===== src/logic/ex_pkg.sv =====
/*
 * Shared definitions for the execute stage.
 * Data and operation-code widths, the data word type and the
 * operation encoding used by the control and datapath blocks.
 */
package ex_pkg;

    localparam int unsigned DATA_WIDTH   = 32;
    localparam int unsigned SHAMT_WIDTH  = 5;
    localparam int unsigned ALU_OP_WIDTH = 5;
    // one quotient bit per iteration
    localparam int unsigned DIV_STEPS    = DATA_WIDTH;

    typedef logic [DATA_WIDTH-1:0] data_t;

    // integer, multiply and divide codes share one space
    typedef enum logic [ALU_OP_WIDTH-1:0] {
        OP_ADD    = 5'd0,
        OP_SUB    = 5'd1,
        OP_SLL    = 5'd2,
        OP_SLT    = 5'd3,
        OP_SLTU   = 5'd4,
        OP_XOR    = 5'd5,
        OP_SRL    = 5'd6,
        OP_SRA    = 5'd7,
        OP_OR     = 5'd8,
        OP_AND    = 5'd9,
        // pass operand B through
        OP_LUI    = 5'd10,
        OP_MUL    = 5'd11,
        OP_MULH   = 5'd12,
        OP_MULHSU = 5'd13,
        OP_MULHU  = 5'd14,
        OP_DIV    = 5'd15,
        OP_DIVU   = 5'd16,
        OP_REM    = 5'd17,
        OP_REMU   = 5'd18
    } alu_op_t;

endpackage


===== src/logic/divider.sv =====
/*
 * Iterative restoring divider for DIV, DIVU, REM and REMU.
 * Works on magnitudes for DIV_STEPS cycles, applies signs at the
 * end and flags the result with a one-cycle ready pulse.
 */
module divider (
    input  logic           clk,
    input  logic           reset,
    input  ex_pkg::data_t  op_a,
    input  ex_pkg::data_t  op_b,
    input  logic           div_start,
    input  logic           div_signed,
    output ex_pkg::data_t  quotient,
    output ex_pkg::data_t  remainder,
    output logic           div_ready
);

    logic                                     busy;
    logic [$clog2(ex_pkg::DIV_STEPS)-1:0]     step_cnt;
    logic                                     a_neg;
    logic                                     b_neg;
    ex_pkg::data_t                            a_mag;
    ex_pkg::data_t                            b_mag;
    ex_pkg::data_t                            quo_q;
    ex_pkg::data_t                            rem_q;
    ex_pkg::data_t                            divisor_q;
    ex_pkg::data_t                            dividend_q;
    logic                                     neg_quo;
    logic                                     neg_rem;
    logic                                     by_zero;
    logic [ex_pkg::DATA_WIDTH:0]              shifted;
    logic [ex_pkg::DATA_WIDTH:0]              diff;

    assign a_neg = div_signed && op_a[ex_pkg::DATA_WIDTH-1];
    assign b_neg = div_signed && op_b[ex_pkg::DATA_WIDTH-1];
    assign a_mag = a_neg ? -op_a : op_a;
    assign b_mag = b_neg ? -op_b : op_b;

    // trial subtract, top bit set means the divisor did not fit
    assign shifted = {rem_q, quo_q[ex_pkg::DATA_WIDTH-1]};
    assign diff    = shifted - {1'b0, divisor_q};

    // idle, busy or ready; ready lasts one cycle
    always_ff @(posedge clk) begin
        if (reset) begin
            busy      <= 1'b0;
            div_ready <= 1'b0;
            step_cnt  <= '0;
        end else if (div_start) begin
            busy     <= 1'b1;
            step_cnt <= $bits(step_cnt)'(ex_pkg::DIV_STEPS - 1);
        end else if (busy) begin
            if (step_cnt == '0) begin
                busy      <= 1'b0;
                div_ready <= 1'b1;
            end
            step_cnt <= step_cnt - 1'b1;
        end else begin
            div_ready <= 1'b0;
        end
    end

    always_ff @(posedge clk) begin
        if (div_start) begin
            quo_q      <= a_mag;
            rem_q      <= '0;
            divisor_q  <= b_mag;
            dividend_q <= op_a;
            neg_quo    <= a_neg ^ b_neg;
            neg_rem    <= a_neg;
            by_zero    <= (op_b == '0);
        end else if (busy) begin
            rem_q <= diff[ex_pkg::DATA_WIDTH] ? shifted[ex_pkg::DATA_WIDTH-1:0]
                                              : diff[ex_pkg::DATA_WIDTH-1:0];
            quo_q <= {quo_q[ex_pkg::DATA_WIDTH-2:0], ~diff[ex_pkg::DATA_WIDTH]};
        end
    end

    // min / -1 needs no special case: magnitude 2^31 stays 0x80000000
    assign quotient  = by_zero ? '1 : (neg_quo ? -quo_q : quo_q);
    assign remainder = by_zero ? dividend_q : (neg_rem ? -rem_q : rem_q);

endmodule


===== src/logic/ex_control.sv =====
/*
 * Execute stage control.
 * Selects operands, decodes the operation into a unit and its
 * sub-operation, starts divisions and raises the stall request
 * until the divide result is ready, then picks the final result.
 */
module ex_control (
    input  logic             clk,
    input  logic             reset,
    input  logic             sel_pc,
    input  logic             sel_imm,
    input  ex_pkg::data_t    rs1_data,
    input  ex_pkg::data_t    rs2_data,
    input  ex_pkg::data_t    pc,
    input  ex_pkg::data_t    imm,
    input  ex_pkg::alu_op_t  alu_op,
    input  ex_pkg::data_t    alu_value,
    input  ex_pkg::data_t    mul_value,
    input  ex_pkg::data_t    quotient,
    input  ex_pkg::data_t    remainder,
    input  logic             div_ready,
    output ex_pkg::data_t    op_a,
    output ex_pkg::data_t    op_b,
    output ex_pkg::alu_op_t  alu_func,
    output logic             mul_high,
    output logic             mul_a_signed,
    output logic             mul_b_signed,
    output logic             div_start,
    output logic             div_signed,
    output ex_pkg::data_t    alu_result,
    output logic             stall_req
);

    logic is_mul;
    logic is_div;
    logic is_rem;
    logic div_busy;

    // operand muxes
    assign op_a = sel_pc  ? pc  : rs1_data;
    assign op_b = sel_imm ? imm : rs2_data;

    // unit decode
    assign is_mul = alu_op inside {ex_pkg::OP_MUL, ex_pkg::OP_MULH,
                                   ex_pkg::OP_MULHSU, ex_pkg::OP_MULHU};
    assign is_div = alu_op inside {ex_pkg::OP_DIV, ex_pkg::OP_DIVU,
                                   ex_pkg::OP_REM, ex_pkg::OP_REMU};
    assign is_rem = alu_op inside {ex_pkg::OP_REM, ex_pkg::OP_REMU};

    // non-ALU codes fall to the ALU default and give zero there
    assign alu_func = alu_op;

    // multiplier sub-operation
    assign mul_high     = (alu_op != ex_pkg::OP_MUL);
    assign mul_a_signed = (alu_op == ex_pkg::OP_MULH) || (alu_op == ex_pkg::OP_MULHSU);
    assign mul_b_signed = (alu_op == ex_pkg::OP_MULH);

    assign div_signed = (alu_op == ex_pkg::OP_DIV) || (alu_op == ex_pkg::OP_REM);

    // set by the start pulse, cleared one edge after the ready cycle
    always_ff @(posedge clk) begin
        if (reset) begin
            div_busy <= 1'b0;
        end else if (div_start) begin
            div_busy <= 1'b1;
        end else if (div_ready) begin
            div_busy <= 1'b0;
        end
    end

    // one start per division
    assign div_start = is_div && !div_busy;

    // hold the pipeline until the quotient or remainder is there
    assign stall_req = is_div && !div_ready;

    always_comb begin
        if (is_div) begin
            alu_result = is_rem ? remainder : quotient;
        end else if (is_mul) begin
            alu_result = mul_value;
        end else begin
            alu_result = alu_value;
        end
    end

endmodule


===== src/logic/ex_stage.sv =====
/*
 * Execute stage top level.
 * Connects the control block to the integer ALU, the multiplier
 * and the iterative divider.
 */
module ex_stage (
    input  logic             clk,
    input  logic             reset,
    input  logic             sel_pc,
    input  logic             sel_imm,
    input  ex_pkg::data_t    rs1_data,
    input  ex_pkg::data_t    rs2_data,
    input  ex_pkg::data_t    pc,
    input  ex_pkg::data_t    imm,
    input  ex_pkg::alu_op_t  alu_op,
    output ex_pkg::data_t    alu_result,
    output logic             stall_req
);

    ex_pkg::data_t    op_a;
    ex_pkg::data_t    op_b;
    ex_pkg::alu_op_t  alu_func;
    ex_pkg::data_t    alu_value;
    ex_pkg::data_t    mul_value;
    ex_pkg::data_t    quotient;
    ex_pkg::data_t    remainder;
    logic             mul_high;
    logic             mul_a_signed;
    logic             mul_b_signed;
    logic             div_start;
    logic             div_signed;
    logic             div_ready;

    ex_control u_control (
        .clk          (clk),
        .reset        (reset),
        .sel_pc       (sel_pc),
        .sel_imm      (sel_imm),
        .rs1_data     (rs1_data),
        .rs2_data     (rs2_data),
        .pc           (pc),
        .imm          (imm),
        .alu_op       (alu_op),
        .alu_value    (alu_value),
        .mul_value    (mul_value),
        .quotient     (quotient),
        .remainder    (remainder),
        .div_ready    (div_ready),
        .op_a         (op_a),
        .op_b         (op_b),
        .alu_func     (alu_func),
        .mul_high     (mul_high),
        .mul_a_signed (mul_a_signed),
        .mul_b_signed (mul_b_signed),
        .div_start    (div_start),
        .div_signed   (div_signed),
        .alu_result   (alu_result),
        .stall_req    (stall_req)
    );

    int_alu u_alu (
        .op_a      (op_a),
        .op_b      (op_b),
        .alu_func  (alu_func),
        .alu_value (alu_value)
    );

    multiplier u_mul (
        .op_a         (op_a),
        .op_b         (op_b),
        .mul_high     (mul_high),
        .mul_a_signed (mul_a_signed),
        .mul_b_signed (mul_b_signed),
        .mul_value    (mul_value)
    );

    divider u_div (
        .clk        (clk),
        .reset      (reset),
        .op_a       (op_a),
        .op_b       (op_b),
        .div_start  (div_start),
        .div_signed (div_signed),
        .quotient   (quotient),
        .remainder  (remainder),
        .div_ready  (div_ready)
    );

endmodule


===== src/logic/int_alu.sv =====
/*
 * Single-cycle integer ALU.
 * Add, subtract, shifts, signed and unsigned compare, bitwise
 * logic and pass-B; any other code gives zero.
 */
module int_alu (
    input  ex_pkg::data_t    op_a,
    input  ex_pkg::data_t    op_b,
    input  ex_pkg::alu_op_t  alu_func,
    output ex_pkg::data_t    alu_value
);

    logic [ex_pkg::SHAMT_WIDTH-1:0] shamt;
    logic                           lt_signed;
    logic                           lt_unsigned;

    // only the low bits of B count as shift amount
    assign shamt = op_b[ex_pkg::SHAMT_WIDTH-1:0];

    assign lt_signed   = ($signed(op_a) < $signed(op_b));
    assign lt_unsigned = (op_a < op_b);

    always_comb begin
        case (alu_func)
            ex_pkg::OP_ADD: begin
                alu_value = op_a + op_b;
            end
            ex_pkg::OP_SUB: begin
                alu_value = op_a - op_b;
            end
            ex_pkg::OP_SLL: begin
                alu_value = op_a << shamt;
            end
            ex_pkg::OP_SLT: begin
                alu_value = {{(ex_pkg::DATA_WIDTH-1){1'b0}}, lt_signed};
            end
            ex_pkg::OP_SLTU: begin
                alu_value = {{(ex_pkg::DATA_WIDTH-1){1'b0}}, lt_unsigned};
            end
            ex_pkg::OP_XOR: begin
                alu_value = op_a ^ op_b;
            end
            ex_pkg::OP_SRL: begin
                alu_value = op_a >> shamt;
            end
            ex_pkg::OP_SRA: begin
                // arithmetic shift fills with the sign bit
                alu_value = ex_pkg::data_t'($signed(op_a) >>> shamt);
            end
            ex_pkg::OP_OR: begin
                alu_value = op_a | op_b;
            end
            ex_pkg::OP_AND: begin
                alu_value = op_a & op_b;
            end
            ex_pkg::OP_LUI: begin
                alu_value = op_b;
            end
            default: begin
                alu_value = '0;
            end
        endcase
    end

endmodule


===== src/logic/multiplier.sv =====
/*
 * 32x32 multiplier for the RV32M multiply family.
 * Each operand is extended by one bit per its signedness, so one
 * signed product covers MUL, MULH, MULHSU and MULHU.
 */
module multiplier (
    input  ex_pkg::data_t  op_a,
    input  ex_pkg::data_t  op_b,
    input  logic           mul_high,
    input  logic           mul_a_signed,
    input  logic           mul_b_signed,
    output ex_pkg::data_t  mul_value
);

    logic signed [ex_pkg::DATA_WIDTH:0]       a_ext;
    logic signed [ex_pkg::DATA_WIDTH:0]       b_ext;
    logic signed [2*ex_pkg::DATA_WIDTH+1:0]   product;

    // zero extension makes an operand read as unsigned
    assign a_ext = {mul_a_signed & op_a[ex_pkg::DATA_WIDTH-1], op_a};
    assign b_ext = {mul_b_signed & op_b[ex_pkg::DATA_WIDTH-1], op_b};

    assign product = a_ext * b_ext;

    // high word for the MULH variants
    assign mul_value = mul_high ? product[2*ex_pkg::DATA_WIDTH-1:ex_pkg::DATA_WIDTH]
                                : product[ex_pkg::DATA_WIDTH-1:0];

endmodule


===== config.mk =====
export PLATFORM = sky130hd
export DESIGN_NAME = ex_stage
export DESIGN_NICKNAME = d
export VERILOG_FILES = /design/src/logic/ex_pkg.sv /design/src/logic/divider.sv /design/src/logic/ex_control.sv /design/src/logic/ex_stage.sv /design/src/logic/int_alu.sv /design/src/logic/multiplier.sv
export SDC_FILE = /design/constraint.sdc
export NUM_CORES = 2
export LEC_CHECK = 0
export ABC_CLOCK_PERIOD_IN_PS = 17500
export BUFFER_PORTS_ARGS = -buffer_cell sky130_fd_sc_hd__buf_2
export CELL_PAD_IN_SITES_DETAIL_PLACEMENT = 0
export CELL_PAD_IN_SITES_GLOBAL_PLACEMENT = 2
export CORE_ASPECT_RATIO = 1.1
export CORE_MARGIN = 5
export CORE_UTILIZATION = 35
export CTS_BUF_LIST = sky130_fd_sc_hd__clkbuf_4
export CTS_CLUSTER_SIZE = 28
export DETAILED_ROUTE_END_ITERATION = 7
export PLACE_DENSITY = 0.77
export SLEW_MARGIN = 20
export SYNTH_ARGS = -nofsm -noshare
export SYNTH_HDL_FRONTEND = slang
export SYNTH_HIERARCHICAL = 1
export SYNTH_SLANG_ARGS = --single-unit

===== constraint.sdc =====
create_clock -name clk -period 17.5 [get_ports clk]
set_clock_uncertainty 0.05 [all_clocks]
set_input_delay 3.5 -clock clk [delete_from_list [all_inputs] [get_ports clk]]
set_output_delay 3.5 -clock clk [all_outputs]
set_load 0.03 [all_outputs]

==> out/results.tsv <==
stage	metric	value	unit
floorplanning	fp.dieArea	0.1767	mm2
setup_path	crit_top_cell	fa_1	
finish	nFillCells	17500	
setup_path	startpoint_type	input port	
sta	setup_viol	0	
yosys	synthCells	7019	
yosys	yosys.area_share.simple	0.1609	
placement	dp_hpwl	186600	um
sta	timing.fmax	0.05834	GHz
min_path	hold_path_depth	1	
setup_path	r2r-start	u_div/quo_q[31]	
yosys	ys_seq_area_frac	0.06404	
min_path	hold_start	u_control/div_busy	
route	dr.pass1.iters	5	
floorplanning	coreArea	0.1680	mm2
setup_path	critPathArrivalTime	13590	ps
setup_path	required	13950	ps
route	ant_nets	0	
yosys	ys_ff_latch	139	
route	num_vias	50340	
yosys	synth_area	0.05892	mm2
route	drt_wl_total	236400	um
clocking	path_clk_slew	140	ps
finish	mostFrequentLayoutCells	inv_1, fa_1, nand2_1, and2_1, nor2_1	
placement	dp.cells	9179	
clocking	ctsHoldBuffers	0	
route	routed_via_density	5.461	
sta	slew-limit-headroom	0.1639	
finish	syn2layout_area_growth	6.494	%
sta	fin_crit	17140	ps
min_path	min_to	u_control/div_busy	
setup_path	reg2reg_depth	12	
route	drtIter0Drc	4248	
placement	portBuffers	169	
floorplanning	die_y	440.3	um
yosys	syn_nets	8631	
sta	min_period_over_period	0.9795	
finish	multi_input_area	0.04867	mm2
global_routing	grt_pass1_wl	350700	um
yosys	yosys_warnings	6	
sta	worstMarginPinSlew	1223	ps
yosys	synth_flop_cell	edfxtp_1	
setup_path	worstSetupEndpointType	output port	
yosys	synth_cell_types	109	
route	wl_per_cell	25.64	um
floorplanning	io_pins	170	
yosys	synth.avg_cell_area	8.395	um2
yosys	synth-edff-count	99	
setup_path	reg2reg_to	u_div/rem_q[18]	
route	drcViolationCount	0	
setup_path	worstSetupPathType	input port to output port	
placement	gp_congestion	0.9513	
setup_path	r2r_slack	13490	ps
setup_path	max_stage_delay	920	ps
sta	hold_viol	0	
global_routing	antenna_found_initial	13	
global_routing	grt_usage	0.2633	
finish	register_area	0.003774	mm2
clocking	numCtsBuffers	17	
finish	drive_above_1_share	0.08174	
setup_path	crit_buf_inv	8	
yosys	synth_top_family_by_area	adder cells	
clocking	cts_root_buffer	clkbuf_4	
floorplanning	initial_utilization	0.3506	
finish	stdcell_count	9218	
yosys	synth-compound-area-share	0.1404	
sta	rsz0062_at_grt	no	
floorplanning	die_w	401.2	um
yosys	synthXorXnorAreaFrac	0.03676	
global_routing	overflow	0	
finish	nNetsFinal	8572	
outcome	outcome	complete, no violations	
job	cap_violations	0	
floorplanning	placementRows	158	
setup_path	critPathSlowestCell	mux2_2	
sta	finalSetupTns	0	ps
clocking	cts_tree	built	
yosys	muxShareOfSynthArea	0.02935	
clocking	htreeDepth	4	
setup_path	cp_top_family	adder cells	
clocking	clockBufferDepth	2	
finish	final_common_cell	inv_1	
yosys	synthAdderAreaFrac	0.4569	
min_path	hp-class	flip-flop to flip-flop	
global_routing	first_global_vias	52360	
yosys	synthArstFlopShare	0	
clocking	insertion_delay	620	ps
global_routing	grt_max_degree	109	
sta	slew_viol_final	0	
clocking	clock-sinks	139	
setup_path	crit_fanout	33	
cells by family after synthesis:
group           after synthesis
compound gates             1220
buf+inv                    1726
flops                       139
mux                         148
simple gates               2068
fa+ha+maj                  1475
xor+xnor                    243
worst max path at each step:
stage / from / end / slack (ps) / depth (start not counted)
detailed placement: sel_pc / alu_result[11] / 420 / 32
CTS: sel_pc / alu_result[11] / 420 / 33
floorplan: sel_pc / alu_result[24] / 1740 / 33
finish: sel_pc / alu_result[11] / 360 / 31
global route: sel_pc / alu_result[11] / 50 / 31
global placement: sel_pc / alu_result[11] / 400 / 32
timing repair:
item                                    in CTS  in global routing
gates resized for setup                      0                  5
endpoints found under the setup margin       0                  2
setup buffers                                0                  0
layer usage:
layer,share of wire,GRT usage,wire [um]
met2,0.47,0.4350,110100
met1,0.43,0.3563,100900
met4,0.045,0.09857,10750
met3,0.062,0.03061,14650
met5,0,0,0
worst register-to-register path: stages (launching register included):
cell      delay (ps)
edfxtp_1         370
inv_1             80
ha_1             230
fa_1             420
nand2b_1         200
a21oi_1          260
o21bai_1         210
a211oi_1         480
o31ai_2          150
and2_2           270
xnor2_4          740
nand3b_1         170
a311oi_1         300
sequential cells by signal, indices dropped and copies added, names as in the netlist:
| signal | count |
|---|---|
| u_div/dividend_q | 32 |
| u_div/divisor_q | 32 |
| u_div/quo_q | 32 |
| u_div/rem_q | 32 |
| u_div/step_cnt | 5 |
| u_control/div_busy | 1 |
| u_div/busy | 1 |
| u_div/by_zero | 1 |
| u_div/div_ready | 1 |
| u_div/neg_quo | 1 |
| u_div/neg_rem | 1 |
through the flow:
| step | util | worst slack (ps) | hold WS [ps] | area (um2) |
|---|---|---|---|---|
| after floorplan | - | 1745 | 385.2 | 58920 |
| after global placement | 0.3711 | 397.7 | 466.7 | 62360 |
| after global routing | 0.3734 | 48.40 | 514.3 | 62740 |
| after CTS | 0.3729 | 416.7 | 495.3 | 62660 |
| final | 0.3734 | 359.4 | 501.5 | 62750 |
| after detailed placement | 0.3712 | 416.7 | 475.3 | 62370 |
synth_stat cells, types with 37 or more instances:
cell,n,area [um2]
nor3_1,68,340.3
a21oi_1,342,1712
xnor2_1,128,1121
o21ai_0,279,1396
inv_1,1296,4865
and3_1,43,269.0
ha_1,347,4342
xor2_1,113,989.7
mux2i_1,58,580.6
a211oi_1,51,382.9
edfxtp_1,99,2973
a21o_1,71,533.0
nand3_1,44,220.2
mux2_2,78,878.3
dfxtp_1,40,800.8
fa_1,1128,22580
and2_1,366,2290
nand2_1,1017,3817
o211ai_1,47,352.8
nor2_1,356,1336
buf_2,37,185.2
clkbuf_1,353,1325
area by class of cell:
type,instances,share of cell area
clock buffers,19,0.002273
diodes,5,0.0001994
multi-input cells,5154,0.7757
repair buffers,347,0.03681
flip-flops and latches,139,0.06014
clock inverters,13,0.002413
well taps,2240,0.04467
inverters,1301,0.07783
Power is left out: the tool's default activity adds up to more than one toggle a clock period on the data nets, which glitch-free logic cannot reach.
